===== src/zmips_pkg.sv =====
// Shared widths and encodings for the integer-only core with no branch, jump or flag support
package zmips_pkg;

    localparam int XLEN = 32;                   // Data and address width

    typedef logic [XLEN-1:0] word_t;
    typedef logic [4:0]      reg_addr_t;        // 32 registers, r0 reads as zero

    // I-format opcodes
    localparam logic [5:0] OP_SUBI = 6'h10;     // rt = rs - se_imm
    localparam logic [5:0] OP_ADDI = 6'h11;     // rt = rs + se_imm
    localparam logic [5:0] OP_LW   = 6'h16;     // rt = mem[rs + se_imm]
    localparam logic [5:0] OP_SW   = 6'h17;     // mem[rs + se_imm] = rt

    // R-format op field has bits 5..4 clear
    // Bit 2 enables write back to rd and bits 1..0 pick the pre-shift of A

    // ALU operation, taken from funct[5:3] on R-format
    typedef logic [2:0] alu_op_t;
    localparam alu_op_t ALU_ADD = 3'd0;
    localparam alu_op_t ALU_SUB = 3'd1;
    localparam alu_op_t ALU_AND = 3'd2;
    localparam alu_op_t ALU_OR  = 3'd3;
    localparam alu_op_t ALU_XOR = 3'd4;         // Codes 5..7 pass A through

    // Pre-shift applied to ALU input A
    typedef logic [1:0] shift_op_t;
    localparam shift_op_t SH_NONE = 2'd0;
    localparam shift_op_t SH_SLL  = 2'd1;
    localparam shift_op_t SH_SRL  = 2'd2;
    localparam shift_op_t SH_SRA  = 2'd3;

    typedef struct packed {
        logic [5:0] op;
        reg_addr_t  rs;                         // Source A, may be pre-shifted
        reg_addr_t  rt;                         // Source B
        reg_addr_t  rd;                         // Destination
        logic [4:0] shamt;                      // Pre-shift amount
        logic [5:0] funct;                      // ALU op in bits 5..3
    } r_fmt_t;

    typedef struct packed {
        logic [5:0]  op;
        reg_addr_t   rs;                        // Base or source
        reg_addr_t   rt;                        // Destination, or store data for SW
        logic [15:0] imm;                       // Sign-extended in decode
    } i_fmt_t;

    // Same fetched word seen either way
    typedef union packed {
        r_fmt_t r;
        i_fmt_t i;
    } instr_t;

endpackage


===== src/zmips_fetch.sv =====
// PC steps by 4 only since there are no branches, and the instruction memory must answer in the same cycle
`timescale 1ns/1ns

module zmips_fetch #(
    parameter zmips_pkg::word_t RESET_PC = '0
) (
    input  logic              clk,
    input  logic              rst,
    input  logic              stall,            // Load-use hold from decode
    output zmips_pkg::word_t  i_addr,
    input  zmips_pkg::word_t  i_data,
    output zmips_pkg::instr_t instr             // IF/ID register
);

    zmips_pkg::word_t pc;

    assign i_addr = pc;                         // Combinational instruction fetch

    // PC and IF/ID freeze together so the stalled word is decoded again
    always_ff @(posedge clk)
    begin
        if (rst)
        begin
            pc    <= RESET_PC;
            instr <= '0;                        // All-zero word is an R-format op without write back
        end
        else if (!stall)
        begin
            pc    <= pc + zmips_pkg::word_t'(4);
            instr <= i_data;
        end
    end

endmodule


===== src/zmips_regfile.sv =====
// Register 0 is hardwired to zero and a write in the same cycle is bypassed to both read ports
`timescale 1ns/1ns

module zmips_regfile (
    input  logic                 clk,
    input  logic                 rst,
    input  zmips_pkg::reg_addr_t rd_addr_0,
    input  zmips_pkg::reg_addr_t rd_addr_1,
    output zmips_pkg::word_t     rd_data_0,
    output zmips_pkg::word_t     rd_data_1,
    input  zmips_pkg::reg_addr_t wr_addr,
    input  zmips_pkg::word_t     wr_data,
    input  logic                 wr
);

    zmips_pkg::word_t regs [32];

    always_ff @(posedge clk)
    begin
        if (wr && wr_addr != '0)
        begin
            regs[wr_addr] <= wr_data;
        end
    end

    // Read ports see the value being written back this cycle
    always_comb
    begin
        if (rd_addr_0 == '0)
            rd_data_0 = '0;
        else if (wr && wr_addr == rd_addr_0)
            rd_data_0 = wr_data;                // Write-through
        else
            rd_data_0 = regs[rd_addr_0];

        if (rd_addr_1 == '0)
            rd_data_1 = '0;
        else if (wr && wr_addr == rd_addr_1)
            rd_data_1 = wr_data;
        else
            rd_data_1 = regs[rd_addr_1];
    end

    // Decode drops the write enable for r0, so no write can reach it from the pipe
    a_no_r0_write: assert property (@(posedge clk) disable iff (rst) wr |-> wr_addr != '0);

endmodule


===== src/zmips_decode.sv =====
// Undefined opcodes decode as NOP, and SW store data is not checked for load-use since memory forwards it
`timescale 1ns/1ns

module zmips_decode (
    input  logic                   clk,
    input  logic                   rst,
    input  zmips_pkg::instr_t      instr,       // From IF/ID
    input  logic                   ex_mem_rd,   // Load now in execute
    input  zmips_pkg::reg_addr_t   ex_dst,
    input  zmips_pkg::word_t       wb_data,
    input  zmips_pkg::reg_addr_t   wb_dst,
    input  logic                   wb_wr,
    output logic                   stall,
    output zmips_pkg::word_t       rs_val,      // ID/EX register from here down
    output zmips_pkg::word_t       rt_val,
    output zmips_pkg::reg_addr_t   rs,
    output zmips_pkg::reg_addr_t   rt,
    output zmips_pkg::reg_addr_t   dst,
    output zmips_pkg::word_t       imm,
    output zmips_pkg::alu_op_t     alu_op,
    output zmips_pkg::shift_op_t   shift_op,
    output logic [4:0]             shamt,
    output logic                   use_imm,
    output logic                   mem_rd,
    output logic                   mem_wr,
    output logic                   wr_reg
);

    logic [5:0]           op;
    logic                 r_fmt;
    zmips_pkg::word_t     rf_rs_val;
    zmips_pkg::word_t     rf_rt_val;
    zmips_pkg::reg_addr_t d_dst;
    zmips_pkg::alu_op_t   d_alu_op;
    logic                 d_use_imm;
    logic                 d_mem_rd;
    logic                 d_mem_wr;
    logic                 d_wr_reg;
    logic                 uses_rt;

    assign op    = instr.r.op;
    assign r_fmt = (op[5:4] == 2'b00);
    assign d_dst = r_fmt ? instr.r.rd : instr.i.rt;

    zmips_regfile u_regfile (
        .clk       (clk),
        .rst       (rst),
        .rd_addr_0 (instr.r.rs),
        .rd_addr_1 (instr.r.rt),
        .rd_data_0 (rf_rs_val),
        .rd_data_1 (rf_rt_val),
        .wr_addr   (wb_dst),
        .wr_data   (wb_data),
        .wr        (wb_wr)
    );

    // Opcode to control bits
    always_comb
    begin
        d_alu_op  = instr.r.funct[5:3];
        d_use_imm = 1'b0;
        d_mem_rd  = 1'b0;
        d_mem_wr  = 1'b0;
        d_wr_reg  = 1'b0;
        if (r_fmt)
        begin
            d_wr_reg = op[2];                   // Write back only with bit 2 set
        end
        else
        begin
            case (op)
                zmips_pkg::OP_ADDI, zmips_pkg::OP_LW:
                begin
                    d_alu_op  = zmips_pkg::ALU_ADD;
                    d_use_imm = 1'b1;
                    d_wr_reg  = 1'b1;
                    d_mem_rd  = (op == zmips_pkg::OP_LW);
                end
                zmips_pkg::OP_SUBI:
                begin
                    d_alu_op  = zmips_pkg::ALU_SUB;
                    d_use_imm = 1'b1;
                    d_wr_reg  = 1'b1;
                end
                zmips_pkg::OP_SW:
                begin
                    d_alu_op  = zmips_pkg::ALU_ADD;   // Address only, no write back
                    d_use_imm = 1'b1;
                    d_mem_wr  = 1'b1;
                end
                default:
                begin
                    d_alu_op = zmips_pkg::ALU_ADD;    // NOP
                end
            endcase
        end
        if (d_dst == '0)
            d_wr_reg = 1'b0;                    // r0 never written and so never forwarded
    end

    // Load in execute feeding rs, or rt of an R-format op, needs one bubble
    assign uses_rt = r_fmt;
    assign stall   = ex_mem_rd && ex_dst != '0
                     && ((r_fmt || d_use_imm) && ex_dst == instr.r.rs
                         || uses_rt && ex_dst == instr.r.rt);

    always_ff @(posedge clk)
    begin
        rs_val   <= rf_rs_val;
        rt_val   <= rf_rt_val;
        rs       <= instr.r.rs;
        rt       <= instr.r.rt;
        dst      <= d_dst;
        imm      <= {{(zmips_pkg::XLEN - 16){instr.i.imm[15]}}, instr.i.imm};
        alu_op   <= d_alu_op;
        shift_op <= r_fmt ? instr.r.op[1:0] : zmips_pkg::SH_NONE;
        shamt    <= instr.r.shamt;
        use_imm  <= d_use_imm;
        if (rst || stall)
        begin
            mem_rd <= 1'b0;                     // Bubble into ID/EX
            mem_wr <= 1'b0;
            wr_reg <= 1'b0;
        end
        else
        begin
            mem_rd <= d_mem_rd;
            mem_wr <= d_mem_wr;
            wr_reg <= d_wr_reg;
        end
    end

    // The bubble clears mem_rd in execute, so a stall never repeats
    a_single_stall: assert property (@(posedge clk) disable iff (rst) stall |=> !stall);

endmodule


===== src/zmips_execute.sv =====
// Forwards from EX/MEM and MEM/WB only, a load in EX/MEM is not forwarded since decode stalls for it
`timescale 1ns/1ns

module zmips_execute (
    input  logic                 clk,
    input  logic                 rst,
    input  zmips_pkg::word_t     rs_val,        // ID/EX register
    input  zmips_pkg::word_t     rt_val,
    input  zmips_pkg::reg_addr_t rs,
    input  zmips_pkg::reg_addr_t rt,
    input  zmips_pkg::reg_addr_t dst,
    input  zmips_pkg::word_t     imm,
    input  zmips_pkg::alu_op_t   alu_op,
    input  zmips_pkg::shift_op_t shift_op,
    input  logic [4:0]           shamt,
    input  logic                 use_imm,
    input  logic                 mem_rd,
    input  logic                 mem_wr,
    input  logic                 wr_reg,
    input  zmips_pkg::word_t     wb_data,       // MEM/WB forward
    input  zmips_pkg::reg_addr_t wb_dst,
    input  logic                 wb_wr,
    output logic                 ex_mem_rd,     // Hazard check in decode
    output zmips_pkg::reg_addr_t ex_dst,
    output zmips_pkg::word_t     alu_rslt,      // EX/MEM register
    output zmips_pkg::word_t     st_data,
    output zmips_pkg::reg_addr_t em_dst,
    output logic                 em_mem_rd,
    output logic                 em_mem_wr,
    output logic                 em_wr_reg
);

    zmips_pkg::word_t fwd_a;
    zmips_pkg::word_t fwd_b;
    zmips_pkg::word_t alu_a;
    zmips_pkg::word_t alu_b;
    zmips_pkg::word_t alu_y;
    logic             em_fwd_ok;

    assign ex_mem_rd = mem_rd;
    assign ex_dst    = dst;

    assign em_fwd_ok = em_wr_reg && !em_mem_rd;   // EX/MEM holds an ALU result

    // Newest value first
    always_comb
    begin
        if (em_fwd_ok && em_dst == rs)
            fwd_a = alu_rslt;
        else if (wb_wr && wb_dst == rs)
            fwd_a = wb_data;
        else
            fwd_a = rs_val;

        if (em_fwd_ok && em_dst == rt)
            fwd_b = alu_rslt;
        else if (wb_wr && wb_dst == rt)
            fwd_b = wb_data;
        else
            fwd_b = rt_val;
    end

    // Barrel pre-shift of A
    always_comb
    begin
        case (shift_op)
            zmips_pkg::SH_SLL: alu_a = fwd_a << shamt;
            zmips_pkg::SH_SRL: alu_a = fwd_a >> shamt;
            zmips_pkg::SH_SRA: alu_a = $signed(fwd_a) >>> shamt;
            default:           alu_a = fwd_a;
        endcase
    end

    assign alu_b = use_imm ? imm : fwd_b;

    always_comb
    begin
        case (alu_op)
            zmips_pkg::ALU_ADD: alu_y = alu_a + alu_b;
            zmips_pkg::ALU_SUB: alu_y = alu_a - alu_b;
            zmips_pkg::ALU_AND: alu_y = alu_a & alu_b;
            zmips_pkg::ALU_OR:  alu_y = alu_a | alu_b;
            zmips_pkg::ALU_XOR: alu_y = alu_a ^ alu_b;
            default:            alu_y = alu_a;  // Pass A
        endcase
    end

    always_ff @(posedge clk)
    begin
        alu_rslt <= alu_y;                      // Also the data address
        st_data  <= fwd_b;                      // Store data before the immediate mux
        em_dst   <= dst;
        if (rst)
        begin
            em_mem_rd <= 1'b0;
            em_mem_wr <= 1'b0;
            em_wr_reg <= 1'b0;
        end
        else
        begin
            em_mem_rd <= mem_rd;
            em_mem_wr <= mem_wr;
            em_wr_reg <= wr_reg;
        end
    end

    // Opcode decode keeps the two strobes exclusive
    a_rd_wr_excl: assert property (@(posedge clk) disable iff (rst) !(em_mem_rd && em_mem_wr));

endmodule


===== src/zmips_mem_wb.sv =====
// Data memory must be zero-wait, so load data is taken in the same cycle as d_rd
`timescale 1ns/1ns

module zmips_mem_wb (
    input  logic                 clk,
    input  logic                 rst,
    input  zmips_pkg::word_t     alu_rslt,      // EX/MEM register
    input  zmips_pkg::word_t     st_data,
    input  zmips_pkg::reg_addr_t dst,
    input  logic                 mem_rd,
    input  logic                 mem_wr,
    input  logic                 wr_reg,
    output zmips_pkg::word_t     d_addr,
    output zmips_pkg::word_t     d_data_o,
    output logic                 d_rd,
    output logic                 d_wr,
    input  zmips_pkg::word_t     d_data_i,
    output zmips_pkg::word_t     wb_data,
    output zmips_pkg::reg_addr_t wb_dst,
    output logic                 wb_wr
);

    zmips_pkg::word_t mem_data;                 // MEM/WB loaded word
    zmips_pkg::word_t alu_data;                 // MEM/WB ALU word
    logic             wb_ld;                    // MEM/WB holds a load
    logic             ld_fwd;

    // SW right after an LW of its data register takes the loaded word
    // For SW, dst is its rt field
    assign ld_fwd = mem_wr && wb_ld && wb_wr && wb_dst == dst;

    assign d_addr   = alu_rslt;
    assign d_data_o = ld_fwd ? mem_data : st_data;
    assign d_rd     = mem_rd;
    assign d_wr     = mem_wr;

    always_ff @(posedge clk)
    begin
        mem_data <= d_data_i;
        alu_data <= alu_rslt;
        wb_dst   <= dst;
        if (rst)
        begin
            wb_ld <= 1'b0;
            wb_wr <= 1'b0;
        end
        else
        begin
            wb_ld <= mem_rd;
            wb_wr <= wr_reg;
        end
    end

    assign wb_data = wb_ld ? mem_data : alu_data;   // Write-back select

endmodule


===== src/zmips.sv =====
// Five-stage core with external zero-wait memories and no back-pressure or branch support
`timescale 1ns/1ns

module zmips #(
    parameter zmips_pkg::word_t RESET_PC = '0
) (
    input  logic             clk,
    input  logic             rst,               // Synchronous, active high
    output zmips_pkg::word_t i_addr,
    input  zmips_pkg::word_t i_data,
    output zmips_pkg::word_t d_addr,
    output zmips_pkg::word_t d_data_o,
    input  zmips_pkg::word_t d_data_i,
    output logic             d_rd,
    output logic             d_wr
);

    zmips_pkg::instr_t    instr;
    logic                 stall;
    zmips_pkg::word_t     rs_val;
    zmips_pkg::word_t     rt_val;
    zmips_pkg::reg_addr_t rs;
    zmips_pkg::reg_addr_t rt;
    zmips_pkg::reg_addr_t dst;
    zmips_pkg::word_t     imm;
    zmips_pkg::alu_op_t   alu_op;
    zmips_pkg::shift_op_t shift_op;
    logic [4:0]           shamt;
    logic                 use_imm;
    logic                 mem_rd;
    logic                 mem_wr;
    logic                 wr_reg;
    logic                 ex_mem_rd;
    zmips_pkg::reg_addr_t ex_dst;
    zmips_pkg::word_t     alu_rslt;
    zmips_pkg::word_t     st_data;
    zmips_pkg::reg_addr_t em_dst;
    logic                 em_mem_rd;
    logic                 em_mem_wr;
    logic                 em_wr_reg;
    zmips_pkg::word_t     wb_data;
    zmips_pkg::reg_addr_t wb_dst;
    logic                 wb_wr;

    zmips_fetch #(
        .RESET_PC (RESET_PC)
    ) u_fetch (
        .clk    (clk),
        .rst    (rst),
        .stall  (stall),
        .i_addr (i_addr),
        .i_data (i_data),
        .instr  (instr)
    );

    zmips_decode u_decode (
        .clk       (clk),
        .rst       (rst),
        .instr     (instr),
        .ex_mem_rd (ex_mem_rd),
        .ex_dst    (ex_dst),
        .wb_data   (wb_data),
        .wb_dst    (wb_dst),
        .wb_wr     (wb_wr),
        .stall     (stall),
        .rs_val    (rs_val),
        .rt_val    (rt_val),
        .rs        (rs),
        .rt        (rt),
        .dst       (dst),
        .imm       (imm),
        .alu_op    (alu_op),
        .shift_op  (shift_op),
        .shamt     (shamt),
        .use_imm   (use_imm),
        .mem_rd    (mem_rd),
        .mem_wr    (mem_wr),
        .wr_reg    (wr_reg)
    );

    zmips_execute u_execute (
        .clk       (clk),
        .rst       (rst),
        .rs_val    (rs_val),
        .rt_val    (rt_val),
        .rs        (rs),
        .rt        (rt),
        .dst       (dst),
        .imm       (imm),
        .alu_op    (alu_op),
        .shift_op  (shift_op),
        .shamt     (shamt),
        .use_imm   (use_imm),
        .mem_rd    (mem_rd),
        .mem_wr    (mem_wr),
        .wr_reg    (wr_reg),
        .wb_data   (wb_data),
        .wb_dst    (wb_dst),
        .wb_wr     (wb_wr),
        .ex_mem_rd (ex_mem_rd),
        .ex_dst    (ex_dst),
        .alu_rslt  (alu_rslt),
        .st_data   (st_data),
        .em_dst    (em_dst),
        .em_mem_rd (em_mem_rd),
        .em_mem_wr (em_mem_wr),
        .em_wr_reg (em_wr_reg)
    );

    zmips_mem_wb u_mem_wb (
        .clk      (clk),
        .rst      (rst),
        .alu_rslt (alu_rslt),
        .st_data  (st_data),
        .dst      (em_dst),
        .mem_rd   (em_mem_rd),
        .mem_wr   (em_mem_wr),
        .wr_reg   (em_wr_reg),
        .d_addr   (d_addr),
        .d_data_o (d_data_o),
        .d_rd     (d_rd),
        .d_wr     (d_wr),
        .d_data_i (d_data_i),
        .wb_data  (wb_data),
        .wb_dst   (wb_dst),
        .wb_wr    (wb_wr)
    );

endmodule


===== config.mk =====
export PLATFORM = sky130hd
export DESIGN_NAME = zmips
export DESIGN_NICKNAME = d
export VERILOG_FILES = /design/src/zmips_pkg.sv /design/src/zmips_fetch.sv /design/src/zmips_regfile.sv /design/src/zmips_decode.sv /design/src/zmips_execute.sv /design/src/zmips_mem_wb.sv /design/src/zmips.sv
export SDC_FILE = /design/constraint.sdc
export NUM_CORES = 2
export LEC_CHECK = 0
export BUFFER_PORTS_ARGS = -buffer_cell sky130_fd_sc_hd__buf_4
export CAP_MARGIN = 10
export CORE_MARGIN = 10
export CORE_UTILIZATION = 25
export DETAILED_ROUTE_END_ITERATION = 8
export PLACE_DENSITY = 0.46
export REMOVE_ABC_BUFFERS = 1
export SYNTH_ARGS = -nofsm -noshare
export SYNTH_HDL_FRONTEND = slang
export SYNTH_HIERARCHICAL = 1
export SYNTH_SLANG_ARGS = --single-unit

===== constraint.sdc =====
create_clock -name clk -period 13.1 [get_ports clk]
set_input_delay 0 -clock clk [delete_from_list [all_inputs] [get_ports clk]]
set_output_delay 0 -clock clk [all_outputs]
set_load 0.005 [all_outputs]

# --- Word level (Yosys, flattened, before mapping) ---
# Memory sizes are Yosys's and may differ from the RTL's. A register that Yosys moved wholly into a read port is not among the register bits.
# Cells that the tools add are included.
totals:
  regBits: 252
  ramBits: 1024
  out_inout_bits: 98
  word_cells: 102
  memories: 1
op_classes:
  add_sub_neg: 3
  n_eq_ne: 18
  n_shift: 3
  mux: 19
  n_bitwise: 4
  reduce_logical: 30
memory_table:
  columns: ["memory", "depth", "word_bits", "read_ports", "rd_ports_with_merged_regs", "write_ports", "line_no", "text"]
  rows:
  - ["u_decode.u_regfile.regs", 32, 32, 2, 2, 1, "zmips_regfile.sv:16", "zmips_pkg::word_t regs [32];"]
ops:
  columns: ["cell", "n"]
  rows:
  - ["two-way mux 32 bit", 7]
  - ["case mux 32 bit (5 select lines)", 1]
  - ["case mux 32 bit (3 select lines)", 1]
  - ["equality test 5 bit", 7]
  - ["adder 32 x 3 -> 32 bit, second input constant", 1]
  - ["adder 32 bit", 1]
  - ["bitwise AND 32 bit", 1]
  - ["OR 32 bit", 1]
  - ["left shift 32 x 5 -> 32 bit", 1]
  - [">> shifter 32 x 5 -> 32 bit", 1]
  - [">>> shifter 32 x 5 -> 32 bit", 1]
  - ["subtractor 32 bit", 1]
  - ["bitwise XOR 32 bit", 1]
  - ["equality test 6 x 5 -> 1 bit, second input constant", 4]
  - ["zero test 5 bit", 3]
  - ["logical AND 1 bit", 13]
  - ["nonzero test 5 bit", 2]
  - ["two-way mux 1 bit", 8]
  - ["equality test 3 x 2 -> 1 bit, second input constant", 2]
  - ["OR reduction 2 bit", 3]
  - ["OR reduction 3 bit", 2]
  - ["two-way mux 5 bit", 1]
  - ["equality test 2 bit, second input constant", 2]
  - ["OR reduction 4 bit", 1]
  - ["other kinds (9)", 11]

# --- Logic depth before layout (Yosys ltp) ---
depth:
  word_depth: 10
  depth_mapped: 27
  depth_no_buf: 24

# --- Modules after synthesis ---
# The synthesis kept the hierarchy.
by_module_without_submodules:
  columns: ["module", "instances", "cells_each", "area_each_um2", "seq_area_each_um2"]
  rows:
  - ["zmips_regfile", 1, 2520, 47869.7, 30749.5]
  - ["zmips_execute", 1, 1794, 13086.3, 1441.4]
  - ["zmips_mem_wb", 1, 186, 2661.3, 1421.4]
  - ["zmips_decode", 1, 179, 2626.3, 2082.0]
  - ["zmips_fetch", 1, 267, 2548.7, 1241.2]

# --- Worst setup path before layout ---
# Ideal clock, no wire load.
synth_timing:
  path_kind: "register to register"
  from: "register u_mem_wb.wb_ld"
  to: "register u_execute.alu_rslt[24]"
  setup_ns: 0.144
  arrival_time_ns: 5.376
  required_time_ns: 12.956
  slack_ns: 7.580
  stages_incl_launch_ff: 25
  path_buffers: 2
  period_less_slack_ns: 5.520
  path_cell_list: "dfxtp_1 buf_2 buf_1 mux2_2 and3_1 o31a_1 mux4_2 mux2i_1 mux2_2 o21ai_1 a31oi_1 ha_1 inv_1 fa_1 a21o_1 a21o_1 a21oi_1 o21ai_0 nand4_1 nand2_1 a21oi_1 o21ai_0 o41ai_1 mux2i_1 a22oi_1"
synth_via:
  elab_chain_len: 7
  word_cells_on_any_way: 16
  classes_between: "add/sub (2); shift (3); mux (8); bitwise (3)"
synth_rtl:
  columns: ["item", "line_no", "text"]
  rows:
  - ["from (decl)", "zmips_mem_wb.sv:25", "logic wb_ld;"]
  - ["from (signal assigned)", "zmips_mem_wb.sv:49", "wb_ld <= mem_rd;"]
  - ["two-way mux 32 bit *", "zmips_mem_wb.sv:54", "assign wb_data = wb_ld ? mem_data : alu_data;"]
  - ["net wb_data[19]", "zmips.sv:41", "zmips_pkg::word_t wb_data;"]
  - ["two-way mux 32 bit", "zmips_execute.sv:50", "else if (wb_wr && wb_dst == rs)"]
  - ["two-way mux 32 bit", "zmips_execute.sv:48", "if (em_fwd_ok && em_dst == rs)"]
  - [">>> shifter 32 x 5 -> 32 bit, or another cell as far along", "zmips_execute.sv:69", "zmips_pkg::SH_SRA: alu_a = $signed(fwd_a) >>> shamt;"]
  - ["case mux 32 bit (3 select lines)", "zmips_execute.sv:66", "case (shift_op)"]
  - ["subtractor 32 bit, or another cell as far along", "zmips_execute.sv:80", "zmips_pkg::ALU_SUB: alu_y = alu_a - alu_b;"]
  - ["case mux 32 bit (5 select lines) *", "zmips_execute.sv:78", "case (alu_op)"]
  - ["net u_execute.alu_y[24]", "zmips_execute.sv:37", "zmips_pkg::word_t alu_y;"]
  - ["to (signal assigned)", "zmips_execute.sv:90", "alu_rslt <= alu_y;"]
  - ["to (decl)", "zmips_execute.sv:25", "output zmips_pkg::word_t alu_rslt,"]
# The timed path passes the listed nets; every way through them passes the cells marked *.
# A chain may end at the register's enable or synchronous reset.

# --- Final worst setup path ---
layout_timing:
  from: "register u_mem_wb.wb_dst[1]"
  to: "register u_execute.alu_rslt[31]"
layout_via:
  elab_chain_len: 8
  word_cells_on_any_way: 19
  classes_between: "add/sub (2); eq/ne (2); shift (3); mux (7); bitwise (3); reduce/logical (2)"
layout_rtl:
  columns: ["item", "line_no", "text"]
  rows:
  - ["from (decl)", "zmips_mem_wb.sv:19", "output zmips_pkg::reg_addr_t wb_dst,"]
  - ["from (signal assigned)", "zmips_mem_wb.sv:41", "wb_dst <= dst;"]
  - ["equality test 5 bit", "zmips_execute.sv:50", null]
  - ["logical AND 1 bit", "zmips_execute.sv:50", null]
  - ["two-way mux 32 bit", "zmips_execute.sv:50", null]
  - ["two-way mux 32 bit", "zmips_execute.sv:48", null]
  - [">>> shifter 32 x 5 -> 32 bit, or another cell as far along", "zmips_execute.sv:69", null]
  - ["case mux 32 bit (3 select lines)", "zmips_execute.sv:66", null]
  - ["subtractor 32 bit, or another cell as far along", "zmips_execute.sv:80", null]
  - ["case mux 32 bit (5 select lines) *", "zmips_execute.sv:78", null]
  - ["net u_execute.alu_y[31]", "zmips_execute.sv:37", null]
# Marks and branches as above.

==> flow_results.org <==
** Finish
- More flip-flops sit in one register than any other, and that register is u_decode/u_regfile/regs.
- At the end of the flow, the number of nets in the layout was 5346.
- After the flow finishes, the layout carries non-filler instances totaling 8903.
- Fraction of layout instances using a drive strength above 1 :: 23.51%
- Number of flip-flops in the largest register :: 1024
- Area overhead of the layout relative to synthesis :: 17.34%
- Fill cells in the final layout number 27430.

** Clock network
- The cell sitting at the root of the clock tree is a sky130_fd_sc_hd__clkbuf_16.
- The tree built by TritonCTS fans out to 1333 sinks.
- Gates resized, CTS repair :: 0
- Clock tree synthesis inserted a total of 154 buffers.
- Clock tree from TritonCTS :: built
- After clock tree synthesis, the clock-pin slew on the worst setup and hold paths is 0.07 ns.
- Insertion delay to the later sink of the worst-skew pair :: 0.84 ns
- CTS H-tree lvls :: 4
- The longest clock path from root to sink contains 3 buffers.

** Floorplan
- Effective utilization at floorplan :: 25.12%
- In this run the horizontal extent of the chip is 544.6 µm.
- Die Outline Area :: 296600 µm²
- 164 I/O pins were placed.
- Die Y-Extent :: 544.6 µm
- Count of standard-cell rows :: 192
- The core region is 273900 µm².

** Hold path
- The min-delay analysis places its worst path in the category reg -> reg.

** Power and ir drop
- Fraction of power spent switching nets :: 32.31%
- IR analysis of the VDD net gives a maximum drop of 0.1010 mV.
- The clock network burns 34.1% of the power.
- In this run, the combinational gates consume 22.5% of the power.
- In this run the static leakage power is 26.89 nW.
- Sequential group share of total power :: 43.4%
- Psw :: 4.149 mW
- Cell internal power was estimated by the tool at 8.693 mW.
- For this design the ratio of total power to cell area is 159.1 nW/µm².

** GRT
- Total congestion overflow after global routing :: 0
- Number of antenna violations at the first check in global routing :: 21
- Number of global-route vias before repair :: 48630
- Entering global routing, the biggest net connects 88 pins.
- Overall fraction of global-route tracks in use :: 18.96%
- The first global-routing pass estimated 400800 µm of wire.

** Synthesis
- In this run, synthesis inferred 1024 flip-flops with an integrated enable.
- Synth Cell Area :: 68790 µm²
- Syn_area_per_cell :: 13.91 µm²
- Synthesis produced 4946 cells.
- In the synthesized netlist the async set-or-reset flop fraction comes to 0%.
- By area the synthesized netlist is led by sky130_fd_sc_hd__edfxtp_1, sky130_fd_sc_hd__mux4_2, sky130_fd_sc_hd__dfxtp_1.
- Summed over its instances, the top area cell type makes up 44.70% of the synthesized netlist area.
- Summing the areas of all xor and xnor instances in the mapped netlist gives 1.413% of the synthesized area.
- The number of different library cells used by synthesis comes to 98.
- Of all cell types, the one taking the most synthesized area is sky130_fd_sc_hd__edfxtp_1.
- The most used flip-flop cell after synthesis is sky130_fd_sc_hd__edfxtp_1.
- Dominant combinational cell family by area after synthesis :: multiplexers
- The Yosys step of the flow raised 6 warnings.
- Register area share after synthesis :: 53.69%
- sky130_fd_sc_hd__edfxtp_1 is the most common cell in the netlist.
- The synthesized design contains 1333 register bits.
- Share of synthesized cell area in full adder, half adder and majority cells :: 1.793%
- Summing the areas of all and, or, nand and nor instances in the mapped netlist gives 6.160% of the synthesized area.
- Multiplexer share of the synthesized area :: 22.17%
- Fraction of the mapped netlist area in compound gates :: 10.85%
- Leading post-synthesis cells by instance count :: sky130_fd_sc_hd__edfxtp_1, sky130_fd_sc_hd__mux4_2, sky130_fd_sc_hd__mux2i_1

** Place
- Post-detailed-placement half-perimeter wirelength :: 186200 µm
- Input and output buffers added on the ports amount to 161.
- Final weighted congestion in routability-driven placement :: 0.9735
- After detailed placement, the design holds a cell count of 8453.

** Worst setup path
- Reg-to-Reg End :: u_execute/alu_rslt[31]
- Category of the most critical setup path :: reg -> reg
- For the worst flop-to-flop path, the logic depth is 24.
- Crit path DAT :: 8.47 ns
- Sort of element at the start of the critical path :: flip-flop
- For the worst setup path, the data required time is 13.80 ns.
- Launch instance of the worst register-to-register path :: u_mem_wb/wb_dst[1]
- Timing endpoint of the critical path :: u_execute/alu_rslt[31]
- Slack of the worst reg-to-reg path :: 5.33 ns
- Crit path capture type :: flip-flop
- Of all nets on the critical path, the largest fanout is 23.
- Worst setup startpoint :: u_mem_wb/wb_dst[1]

** Timing
- Based on the critical path, the design can be clocked at up to 128.7 MHz.
- Hold Slack :: 0.3461 ns
- Shortest period the worst path allows :: 7.771 ns
- The worst path uses 59.32% of the clock period.
- Clock skew on the completed layout was measured at 0.04845 ns.
- Pins over their slew limit :: 0
- At the pin with the least slew margin, the transition time is 1.347 ns.
- Setup violations remaining at the end of the flow were counted as 0.
- Unrepaired setup endpoints after global routing :: false
- The number of hold-slack violations in the final timing report is 0.
- Slew Limit Headroom :: 9.653%

** Route
- For this run, the detailed router's first-pass iteration total came to 7.
- Post-detailed-route via-to-cell ratio :: 5.533
- First DRT Iteration DRCs :: 6043
- DRC Markers :: 0
- The count of nets left with antenna violations once routing finished came out at 0.
- Routed Wire Length :: 292600 µm
- Average wire per cell in the routed design :: 32.87 µm
- Vias after detailed routing :: 49260

** Run
- Across the run, the number of max-cap violations was 0.

** Status
- The flow ran to the end, and the final reports show no timing, DRC or antenna violations.
final cells by class:
class,count,area (µm²),share of cell area [%]
Multi-Input combinational cell,3109,29630,36.71
Tap cell,3589,4491,5.563
Timing Repair Buffer,492,4182,5.180
Inverter,92,345.3,0.4278
Clock buffer,202,4155,5.148
Sequential cell,1333,36980,45.81
Clock inverter,81,928.4,1.150
Antenna cell,5,12.51,0.01550
power by group through the flow:
stage	clock network (mW)	logic (mW)	registers, mW
after CTS	4.46	2.84	5.55
after floorplan	0	1.64	5.49
after global routing	4.62	3.07	5.57
final	4.38	2.89	5.57
after detailed placement	0	2.79	5.64
after global placement	0	2.79	5.64
worst min-delay path by stage:
stage | slack (ns) | depth (start not counted) | from | endpoint
floorplan | 0.03 | 0 | d_data_i[0] | u_mem_wb/mem_data[0]
global placement | 0.11 | 1 | d_data_i[25] | u_mem_wb/mem_data[25]
detailed placement | 0.11 | 1 | d_data_i[8] | u_mem_wb/mem_data[8]
CTS | 0.27 | 3 | rst | u_fetch/i_addr[6]
global route | 0.35 | 3 | d_data_i[28] | u_mem_wb/mem_data[28]
finish | 0.35 | 0 | u_fetch/instr[7] | u_decode/shamt[1]
layout by cell type, fill, tap and decap left out, drive strengths merged, types with 22 or more instances in the layout:
master	count
clkbuf	202
a211oi	32
o22ai	80
o21a	42
xnor2	82
o21ai	150
ha	97
a31oi	80
a22o	50
dfxtp	309
nand2	203
conb	34
a22oi	109
a2111oi	28
a221oi	38
clkinv	58
inv	95
o221ai	35
edfxtp	1024
mux4	465
o31ai	42
nand4	40
xor2	29
nor2b	30
nor2	287
and3	22
buf	331
dlygate4sd3	161
nor3	79
a21oi	192
a311oi	23
nand3	92
mux2	116
a21o	34
and2	23
mux2i	335
metrics by stage:
stage                     utilization, %  area (µm²)  power [mW]  setup WS [ns]  setup TNS [ns]
after global placement             27.02       74000       8.430          5.123               0
final                              29.48       80720       12.84          5.329               0
after CTS                          29.47       80700       12.85          5.447               0
after detailed placement           27.02       74010       8.431          5.478               0
after global routing               29.47       80710       13.25          5.028               0
after floorplan                        -       66570       7.124        -0.9917          -51.11
critical path: stages, from the launching register on:
cell and delay (ns):
sky130_fd_sc_hd__dfxtp_1 0.44, sky130_fd_sc_hd__xnor2_1 0.73, sky130_fd_sc_hd__and2_1 0.22, sky130_fd_sc_hd__buf_4 0.30
sky130_fd_sc_hd__nand2_1 0.53, sky130_fd_sc_hd__mux2i_1 0.81, sky130_fd_sc_hd__a21oi_1 0.28, sky130_fd_sc_hd__inv_1 0.16
sky130_fd_sc_hd__ha_1 0.26, sky130_fd_sc_hd__inv_1 0.10, sky130_fd_sc_hd__or4_4 0.62, sky130_fd_sc_hd__nor2_4 0.27
sky130_fd_sc_hd__nor2_1 0.08, sky130_fd_sc_hd__xnor2_1 0.17, sky130_fd_sc_hd__ha_1 0.36, sky130_fd_sc_hd__and3_1 0.19
sky130_fd_sc_hd__and4_1 0.27, sky130_fd_sc_hd__nand3_1 0.09, sky130_fd_sc_hd__o31ai_1 0.68, sky130_fd_sc_hd__a41oi_1 0.26
sky130_fd_sc_hd__a21oi_1 0.22, sky130_fd_sc_hd__xnor2_1 0.15, sky130_fd_sc_hd__xnor2_1 0.15, sky130_fd_sc_hd__a21oi_1 0.09
sky130_fd_sc_hd__a2bb2oi_1 0.17
per-layer routing:
metal / global-route usage, % / routed length [µm]
met5: 0 / 50
met3: 4.102 / 24560
met2: 29.94 / 133600
met4: 8.079 / 13870
met1: 25.14 / 120600
cells by family (layout without fill, tap and decap cells):
logic type | count (synthesis) | after routing
fa+ha+maj | 98 | 98
buf+inv | 536 | 867
flops | 1333 | 1333
compound gates | 1073 | 1073
xor+xnor | 111 | 111
other cells | 2 | 39
simple gates | 877 | 877
mux | 916 | 916
timing repair:
item,CTS,global route
hold buffers,161,0
endpoints found under the setup margin,0,0
setup buffers,0,0
endpoints found under the hold margin,102,0
Power figures use the tool's default switching activity.
